==> config.mk <==
export PLATFORM = sky130hd
export DESIGN_NAME = regdec_top
export DESIGN_NICKNAME = d
export VERILOG_FILES = /design/src/design/regdec_pkg.sv /design/src/design/regdec_cell.sv /design/src/design/regdec_chain.sv /design/src/design/regdec_shifter.sv /design/src/design/regdec_sequencer.sv /design/src/design/regdec_top.sv
export SDC_FILE = /design/constraint.sdc
export NUM_CORES = 1
export LEC_CHECK = 0
export BUFFER_PORTS_ARGS = -buffer_cell sky130_fd_sc_hd__buf_2
export CORE_AREA = 4 4 60 62
export CTS_CLUSTER_SIZE = 10
export DETAILED_ROUTE_END_ITERATION = 12
export DIE_AREA = 0 0 64 66
export PLACE_DENSITY = 0.71
export SLEW_MARGIN = 30
export SYNTH_ARGS = -nofsm -noshare
export SYNTH_HDL_FRONTEND = slang
export SYNTH_SLANG_ARGS = --single-unit
==> constraint.sdc <==
create_clock -name clk -period 1.51 [get_ports clk]
set_input_delay 0.0755 -clock clk [delete_from_list [all_inputs] [get_ports clk]]
set_output_delay 0.0755 -clock clk [all_outputs]
set_load 0.02 [all_outputs]
==> src/design/regdec_pkg.sv <==
`default_nettype none

package regdec_pkg;

   ////////////////////
   // Widths

   // The chain halves at each level, so the word is a power of two
   localparam int WORD_LEVELS = 3;
   localparam int WORD_W      = 2 ** WORD_LEVELS;
   localparam int AMOUNT_W    = 4;

   typedef logic [WORD_W-1:0]   word_t;
   typedef logic [AMOUNT_W-1:0] amount_t;

   ////////////////////
   // Control encodings

   // Same ordering as the cell mux inputs: own bit, load, neighbour, zero
   typedef enum logic [1:0] {
      OP_HOLD  = 2'b00,
      OP_LOAD  = 2'b01,
      OP_SHIFT = 2'b10,
      OP_CLEAR = 2'b11
   } cell_op_t;

   typedef enum logic {
      DIR_LEFT  = 1'b0,
      DIR_RIGHT = 1'b1
   } dir_t;

   typedef struct packed {
      dir_t     dir;
      cell_op_t op;
   } seq_ctrl_t;

   typedef enum logic {
      CMD_SHIFT = 1'b0,
      CMD_CLEAR = 1'b1
   } cmd_kind_t;

   typedef struct packed {
      cmd_kind_t kind;
      dir_t      dir;
      logic      fill;
      amount_t   amount;
      word_t     data;
   } shift_cmd_t;

   typedef enum logic [1:0] {
      IDLE,
      LOAD,
      SHIFT,
      DONE
   } seq_state_t;

endpackage

`default_nettype wire

==> src/design/regdec_cell.sv <==
`timescale 1ns/100ps
`default_nettype none

module regdec_cell
   import regdec_pkg::*;
(
   input  logic     clk,
   input  logic     reset,
   input  cell_op_t op,
   input  logic     load_bit,
   input  logic     propagator,
   output logic     q
);

   logic next_bit;

   // Four-way selector in front of the flip-flop
   always_comb
   begin
      case (op)
         OP_LOAD:  next_bit = load_bit;
         OP_SHIFT: next_bit = propagator;
         OP_CLEAR: next_bit = 1'b0;
         default:  next_bit = q;
      endcase
   end

   always_ff @(posedge clk)
   begin
      if (reset)
         q <= 1'b0;
      else
         q <= next_bit;
   end

endmodule

`default_nettype wire

==> src/design/regdec_chain.sv <==
`timescale 1ns/100ps
`default_nettype none

module regdec_chain
   import regdec_pkg::*;
#(
   parameter int LEVELS = WORD_LEVELS
)
(
   input  logic                   clk,
   input  logic                   reset,
   input  cell_op_t               op,
   input  logic [2**LEVELS-1:0]   load_bits,
   input  logic                   propagator,
   output logic [2**LEVELS-1:0]   q
);

   localparam int HALF = 2 ** (LEVELS - 1);

   if (LEVELS == 1)
   begin : g_pair
      // Bottom cell sees the outside propagator, the top cell sees the bottom one
      regdec_cell u_cell_lo (
         .clk        (clk),
         .reset      (reset),
         .op         (op),
         .load_bit   (load_bits[0]),
         .propagator (propagator),
         .q          (q[0])
      );

      regdec_cell u_cell_hi (
         .clk        (clk),
         .reset      (reset),
         .op         (op),
         .load_bit   (load_bits[1]),
         .propagator (q[0]),
         .q          (q[1])
      );
   end
   else
   begin : g_split
      regdec_chain #(.LEVELS(LEVELS - 1)) u_lo (
         .clk        (clk),
         .reset      (reset),
         .op         (op),
         .load_bits  (load_bits[HALF-1:0]),
         .propagator (propagator),
         .q          (q[HALF-1:0])
      );

      // Upper half is fed by the top bit of the lower half
      regdec_chain #(.LEVELS(LEVELS - 1)) u_hi (
         .clk        (clk),
         .reset      (reset),
         .op         (op),
         .load_bits  (load_bits[2*HALF-1:HALF]),
         .propagator (q[HALF-1]),
         .q          (q[2*HALF-1:HALF])
      );
   end

endmodule

`default_nettype wire

==> src/design/regdec_shifter.sv <==
`timescale 1ns/100ps
`default_nettype none

module regdec_shifter
   import regdec_pkg::*;
(
   input  logic      clk,
   input  logic      reset,
   input  seq_ctrl_t ctrl,
   input  word_t     data,
   input  logic      fill,
   output word_t     word
);

   word_t chain_in;
   word_t chain_out;

   ////////////////////
   // Orientation

   // The chain only moves bits upward, so a right shift runs on the mirrored word
   always_comb
   begin
      if (ctrl.dir == DIR_RIGHT)
      begin
         chain_in = {<<{data}};
         word     = {<<{chain_out}};
      end
      else
      begin
         chain_in = data;
         word     = chain_out;
      end
   end

   ////////////////////
   // Register chain

   // Fill is a single bit, so mirroring leaves it as is; it always enters at the bottom
   regdec_chain #(.LEVELS(WORD_LEVELS)) u_chain (
      .clk        (clk),
      .reset      (reset),
      .op         (ctrl.op),
      .load_bits  (chain_in),
      .propagator (fill),
      .q          (chain_out)
   );

endmodule

`default_nettype wire

==> src/design/regdec_sequencer.sv <==
`timescale 1ns/100ps
`default_nettype none

module regdec_sequencer
   import regdec_pkg::*;
(
   input  logic       clk,
   input  logic       reset,
   input  logic       start,
   input  shift_cmd_t cmd,
   output seq_ctrl_t  ctrl,
   output word_t      data,
   output logic       fill,
   output logic       busy,
   output logic       done
);

   seq_state_t state_q;
   seq_state_t state_d;
   cmd_kind_t  kind_q;
   dir_t       dir_q;
   amount_t    count_q;
   amount_t    steps;
   word_t      data_q;
   logic       fill_q;
   logic       accept;

   assign busy   = (state_q == LOAD) || (state_q == SHIFT);
   assign accept = start && !busy;
   assign done   = (state_q == DONE);
   assign data   = data_q;
   assign fill   = fill_q;

   // Beyond the word width only fill is left, so stop counting there
   assign steps = (cmd.amount > amount_t'(WORD_W)) ? amount_t'(WORD_W) : cmd.amount;

   ////////////////////
   // FSM

   always_comb
   begin
      state_d = state_q;
      case (state_q)
         IDLE:
         begin
            if (accept)
               state_d = LOAD;
         end
         LOAD:
         begin
            if (kind_q == CMD_CLEAR || count_q == '0)
               state_d = DONE;
            else
               state_d = SHIFT;
         end
         SHIFT:
         begin
            if (count_q == amount_t'(1))
               state_d = DONE;
         end
         default:
         begin
            state_d = accept ? LOAD : IDLE;
         end
      endcase
   end

   always_ff @(posedge clk)
   begin
      if (reset)
      begin
         state_q <= IDLE;
         kind_q  <= CMD_SHIFT;
         dir_q   <= DIR_LEFT;
         count_q <= '0;
      end
      else
      begin
         state_q <= state_d;
         if (accept)
         begin
            kind_q  <= cmd.kind;
            count_q <= steps;
            // A clear leaves the orientation alone so the zero word is not mirrored
            if (cmd.kind == CMD_SHIFT)
               dir_q <= cmd.dir;
         end
         else if (state_q == SHIFT)
            count_q <= count_q - amount_t'(1);
      end
   end

   always_ff @(posedge clk)
   begin
      if (accept)
      begin
         data_q <= cmd.data;
         fill_q <= cmd.fill;
      end
   end

   always_comb
   begin
      ctrl.dir = dir_q;
      case (state_q)
         LOAD:    ctrl.op = (kind_q == CMD_CLEAR) ? OP_CLEAR : OP_LOAD;
         SHIFT:   ctrl.op = OP_SHIFT;
         default: ctrl.op = OP_HOLD;
      endcase
   end

   ////////////////////
   // Checks

   a_done_single : assert property (@(posedge clk) disable iff (reset)
      done |=> !done);

   a_count_live : assert property (@(posedge clk) disable iff (reset)
      (state_q == SHIFT) |-> (count_q != '0));

   a_idle_hold : assert property (@(posedge clk) disable iff (reset)
      !busy |-> (ctrl.op == OP_HOLD));

endmodule

`default_nettype wire

==> src/design/regdec_top.sv <==
`timescale 1ns/100ps
`default_nettype none

module regdec_top
   import regdec_pkg::*;
(
   input  logic       clk,
   input  logic       reset,
   input  logic       start,
   input  shift_cmd_t cmd,
   output logic       busy,
   output logic       done,
   output word_t      result
);

   seq_ctrl_t ctrl;
   word_t     seq_data;
   logic      seq_fill;

   regdec_sequencer u_sequencer (
      .clk   (clk),
      .reset (reset),
      .start (start),
      .cmd   (cmd),
      .ctrl  (ctrl),
      .data  (seq_data),
      .fill  (seq_fill),
      .busy  (busy),
      .done  (done)
   );

   // Result comes straight off the register, valid while done is high
   regdec_shifter u_shifter (
      .clk   (clk),
      .reset (reset),
      .ctrl  (ctrl),
      .data  (seq_data),
      .fill  (seq_fill),
      .word  (result)
   );

endmodule

`default_nettype wire

==> Yosys cells after proc, flatten, opt, wreduce, memory -nomap -nowiden <==
Cells that the tools add are included.
Widths: inputs -> output; s select.
{ "totals": {"word_cells": 56, "regBits": 25, "input_bits": 18, "out_inout_bits": 10} }
{ "op_classes": {"n_reduce_logical": 10, "bitwise_logic": 1, "addsub": 1, "muxes": 20, "magnitude_cmp": 1, "eq_ne": 9} }
{ "op_table": {"columns": ["cell", "count"], "rows": [
  ["$pmux 1 s3", 8],
  ["$mux 8", 2],
  ["$mux 4", 3],
  ["$eq 2x2->1 const B", 4],
  ["$mux 2", 3],
  ["$pmux 2 s3", 1],
  ["$eq 2x1->1 const B", 2],
  ["$eq 4x1->1 const B", 1],
  ["$gt 4x4->1 const B", 1],
  ["$logic_not 4->1", 1],
  ["$pmux 2 s2", 1],
  ["$reduce_and 2->1", 2],
  ["$sub 4x1->4 const B", 1],
  ["$reduce_bool 3->1", 1],
  ["$logic_not 2->1", 1],
  ["$logic_or 1x1->1", 2],
  ["$mux 1", 2],
  ["$ne 2x1->1 const B", 1],
  ["$ne 2x2->1 const B", 1],
  ["$reduce_bool 2->1", 1],
  ["$logic_and 1x1->1", 1],
  ["$logic_not 1->1", 1],
  ["$not 1->1", 1]
]} }

==> Depth between registers and ports, before layout <==
{ "depth": {"depth_word": 6, "depth_mapped": 8, "depth_no_buf": 6} }

==> Cells and area by module <==
Synthesis repeated with hierarchy kept, for this count alone.
{ "unflattened": {"hier_cells": 126, "hier_area_um2": 1428.9} }
{ "modules_own_cells": {"columns": ["module", "area_per_inst_um2", "cells_per_inst", "seq_area_each_um2", "instances"], "rows": [
  ["regdec_sequencer", 799.5, 68, 430.4, 1],
  ["regdec_cell", 47.5, 5, 20.0, 8],
  ["regdec_shifter", 249.0, 18, 0.0, 1]
]} }

==> Worst setup path before layout <==
No wires, ideal clock.
{ "synth_timing": {"path_type": "flip-flop to flip-flop", "start": "register u_sequencer.state_q[0]", "end": "register u_sequencer.state_q[0]", "t_arrival_ps": 1678, "required_ps": 1418, "setup_time_ps": 92, "path_stages_with_launch": 8, "synth_period_minus_slack_ps": 1770, "setup_slack_ps": -260, "path_buffers": 2, "cell_sequence": "dfxtp_1 inv_1 ha_1 buf_6 nand2b_4 clkbuf_2 a221o_1 o32ai_1"} }
{ "synth_between": {"elab_chain_cells": 6, "word_cells_on_any_way": 11, "classes_between": "eq/ne (4); mux (2); reduce/logical (5)"} }
{ "synth_rtl": {"columns": ["item", "line", "text"], "rows": [
  ["start, declared", "regdec_sequencer.sv:18", "seq_state_t state_q;"],
  ["start signal, assigned", "regdec_sequencer.sv:79", "state_q <= state_d;"],
  ["$eq 2x1->1 or $eq 2x2->1 (tied branches)", "regdec_sequencer.sv:28", "assign busy = (state_q == LOAD) || (state_q == SHIFT);"],
  ["$logic_or 1x1->1 (*)", "regdec_sequencer.sv:28", null],
  ["named net busy", "regdec_top.sv:11", "output logic busy,"],
  ["$logic_not 1->1 (*)", "regdec_sequencer.sv:29", "assign accept = start && !busy;"],
  ["$logic_and 1x1->1 (*)", "regdec_sequencer.sv:29", null],
  ["$mux 1 or $ne 2x1->1 (tied branches)", null, null],
  ["$pmux 2 s3 or $reduce_and 2->1 (tied branches)", null, null]
]} }
Mark *: on every way through the listed nets, which the timed path passes. The rest lies on a longest branch.
A chain may end at the register's enable or synchronous reset.

==> Worst setup path in the final report <==
{ "layout_timing": {"start": "register u_sequencer.state_q[0]", "end": "register u_sequencer.count_q[3]"} }
{ "layout_between": {"elab_chain_cells": 5, "word_cells_on_any_way": 7, "classes_between": "eq/ne (2); mux (1); reduce/logical (4)"} }
{ "layout_rtl": {"columns": ["item", "line", "text"], "rows": [
  ["$eq 2x1->1 or $eq 2x2->1 (tied branches)", "regdec_sequencer.sv:28, regdec_sequencer.sv:88", null],
  ["$logic_or 1x1->1", "regdec_sequencer.sv:28", null],
  ["$logic_not 1->1", "regdec_sequencer.sv:29", null],
  ["$logic_and 1x1->1", "regdec_sequencer.sv:29", null],
  ["$mux 4 or $reduce_bool 2->1 (tied branches)", null, null],
  ["end signal, assigned", "regdec_sequencer.sv:83", "count_q <= steps;"],
  ["end signal, assigned", "regdec_sequencer.sv:89", "count_q <= count_q - amount_t'(1);"],
  ["end, declared", "regdec_sequencer.sv:22", "amount_t count_q;"]
]} }
Parallel ways exist; a longest one is shown, timed or not.

==> impl_summary.log <==
[metrics] ordered list of cells on the worst path: inv_2, ha_2, buf_4, nor4b_4, xnor2_1, a211oi_1
[metrics] Min Hold Slack: 0.00344 ns
[metrics] biggest area contributors in the synthesized netlist: dfxtp_1, edfxtp_1, mux2_2, ha_1, a311oi_1
[metrics] Post-Syn Instances: 129
[metrics] part of the power in the clock network: 10.1%
[metrics] width of the chip: 64 um
[metrics] routed length per placed instance: 12.7 um
[metrics] endpoint kind of the worst setup timing path: flop
[metrics] Worst IR Drop VDD: 0.000744 V
[metrics] final setup violation count: 0
[metrics] # rows: 20
[metrics] Worst R2R Start: u_sequencer.state_q[0]
[metrics] final sum of negative setup slack: 0 ns
[metrics] endpoint of the worst hold path: u_sequencer.count_q[1]
[metrics] R2R Path End: u_sequencer.count_q[3]
[metrics] CP Class: reg -> reg
[metrics] post-synth cell types: 36
[metrics] first element of the critical path: u_sequencer.state_q[0]
[metrics] clock root cell: clkbuf_4
[metrics] placed cell areas: 0.00156 sq mm
[metrics] initial detailed-routing violation count: 24
[metrics] core region area: 0.00303 sq mm
[metrics] IO Count: 28
[metrics] netlist area before placement: 0.00140 sq mm
[metrics] HPWL Detailed: 1920 um
[metrics] Via Count: 1,077
[metrics] area of all placed cells without fillers: 0.00176 sq mm
[metrics] CP peak stage delay: 0.36 ns
[metrics] initial core utilization: 46.3%
[metrics] global-route wire length before repair: 4590 um
[metrics] post-route fraction of the period consumed by the critical path: 97.6%
[metrics] clock latency reported for the late side of the worst-skew pair: 0.32 ns
[metrics] internal cell power: 1.77 mW
[metrics] required time at the endpoint of the critical path: 1.75 ns
[metrics] top cell type's share of synthesized area: 22.9%
[metrics] run status: complete, no violations
[metrics] detailed-router iteration count before antenna repair: 4
[metrics] static leakage: 0.694 nW
[metrics] sequential area share after synthesis: 42.1%
[metrics] final critical-path setup slack: 0.0356 ns
[metrics] post-detailed-routing wire length: 2710 um
[metrics] highest metal layer with signal wires: met4
[metrics] largest area contributor in the synthesized netlist: dfxtp_1
[metrics] Worst-Margin Slew: 0.438 ns
[metrics] Power, Total: 2.99 mW
[metrics] Hold Path Stages: 3
[metrics] largest fanout on the critical path: 8
[metrics] register clock-pin slew on the reported worst setup and hold paths: 0.13 ns
[metrics] start point of the worst min-delay path: cmd[9]
[metrics] Synth Net Count: 154
[metrics] Slew Limit Headroom: 70.8%
[metrics] cts bufs inserted: 3
[metrics] net switching component of the power: 1.21 mW
[metrics] kind of start point of the critical path: flop
[metrics] clock tree buffer depth: 2
[metrics] antenna diode count: 0
[metrics] residual DRC count: 0
[metrics] mean area per synthesized cell: 10.9 sq um
[metrics] maximum clock frequency: 0.678 GHz
[metrics] ratio of cells with drive above 1 in the final layout: 37.9%
[metrics] Nets: 195
[metrics] library cell contributing the largest single delay on the critical path: dfxtp_2
[metrics] cell count of the worst reg-to-reg path: 6
[metrics] Yosys warnings: 0
[metrics] vias in the first global route: 1,008
[metrics] sum of routed wire segments on met1: 1230 um
[metrics] Hold WC Path Type: in -> reg
[metrics] worst setup slack before clock tree synthesis: 0.00335 ns
[metrics] TritonCTS clock tree: done
[metrics] Cell Pwr Density: 1690 mW/mm^2
[metrics] Chip Height: 66 um
[metrics] sum of met3 wire segment lengths after detailed routing: 89 um
[metrics] die footprint: 0.00422 sq mm
[metrics] # clock sinks: 25
[metrics] detailed route wirelength on metal2: 1350 um
[metrics] pin count of the biggest net entering global routing: 19
[metrics] count of maximum capacitance violations: 0
[metrics] number of H-tree levels: 1
[metrics] final-report hold violation count: 0
[metrics] weighted congestion at the end of routability-driven global placement: 0.820
[metrics] Sw Ratio: 40.6%
[metrics] Port Buf Inserts: 27
[metrics] logic gate share of total power: 52.9%
[metrics] antenna violations before repair: 0
[metrics] final antenna-violating net count: 0
[metrics] Flop pwr share: 37.0%
[metrics] total gr overflow: 0
[metrics] clock period minus worst slack: 1.47 ns
[metrics] Max Transition Viols Final: 0
[metrics] post-synthesis sequential element count: 25
[metrics] crit path DAT: 1.72 ns
[metrics] number of vias per cell: 5.06
[metrics] aggregate global-route resource usage: 13.5%
[metrics] Worst Clk Skew: 0.0110 ns
[metrics] worst reg2reg setup slack: 0.04 ns
[metrics] Area Growth Syn to Fin: 25.7%
[metrics] unrepaired setup endpoints after global routing: true
routing by layer:
layer	vias to the layer above	track usage, %
met5	-	0
met4	0	3.77
met3	6	3.23
met2	26	23.0
met1	490	17.0
li1	555	-
cells in the mapped netlist, drive strengths merged:
library cell / count
nand3: 2
a2111oi: 1
o32ai: 1
o211ai: 2
buf: 4
a221o: 1
nor2: 9
a22oi: 1
or3b: 1
and3b: 1
a21boi: 1
nand3b: 9
a21oi: 5
and4bb: 1
nor4b: 1
o21ai: 2
nand2b: 3
a311oi: 8
clkbuf: 5
inv: 6
mux2i: 1
or2: 1
dfxtp: 16
a211oi: 2
nand2: 11
xnor2: 2
ha: 7
mux2: 16
edfxtp: 9
area by class of cell:
type                       count  area, sq um
inverter                       6         25.0
tap                           44         55.1
timing repair buffer          45          303
clock inverter                 1         5.00
sequential                    25          601
fill                         268         1270
clock buffer                   3         22.5
multi-input combinational     89          751
metrics by stage:
stage,cells,utilization [%]
after global placement,194,51.5
final,213,58.2
after CTS,208,56.2
after global routing,213,58.2
after floorplan,129,-
after detailed placement,194,51.5
placed cells by master, fill, tap and decap left out, types with 6 or more instances in the layout:
master	instances
mux2_1	6
nor2_1	9
nand2_1	11
edfxtp_1	9
mux2_2	10
dfxtp_1	12
dlygate4sd3_1	10
a311oi_1	8
buf_2	27
buf_4	7
nand3b_1	9
critical path: cells and delay by family, from the launching register on:
kind	cells	cell delay, ns
flops	1	0.36
simple gates	1	0.22
buf+inv	2	0.27
fa+ha+maj	1	0.24
compound gates	1	0.22
xor+xnor	1	0.10
worst max path at each step:
| stage | to | slack (ns) |
|---|---|---|
| floorplan | u_sequencer.state_q[0] | -0.04 |
| global placement | u_sequencer.state_q[0] | 0.07 |
| detailed placement | flop | 0.003 |
| CTS | result[7] | 0.007 |
| finish | u_sequencer.count_q[3] | 0.04 |
| global route | u_sequencer.count_q[3] | -0.04 |
timing repair:
item	in CTS	in global routing
endpoints found under the setup margin	2	13
hold buffers	10	0
endpoints found under the hold margin	10	0
pin swaps	0	1
gates resized for setup	3	7
gates cloned	0	0
setup buffers	0	5
cells by family (layout without fill, tap and decap cells):
logic type | Yosys count | in the layout | synth area share [%]
fa+ha+maj | 7 | 7 | 6.25
simple gates | 39 | 39 | 16.7
xor+xnor | 2 | 2 | 1.25
compound gates | 24 | 24 | 13.4
flops | 25 | 25 | 42.1
buf+inv | 15 | 55 | 6.70
mux | 17 | 17 | 13.6
power by group through the flow:
| stage | registers, mW | logic [mW] | clock network (mW) |
|---|---|---|---|
| after floorplan | 1.06 | 1.27 | 0 |
| after global placement | 1.09 | 1.46 | 0 |
| after detailed placement | 1.11 | 1.49 | 0 |
| after CTS | 1.09 | 1.54 | 0.308 |
| after global routing | 1.13 | 1.72 | 0.342 |
| final | 1.11 | 1.58 | 0.301 |
Power figures use the tool's default switching activity.
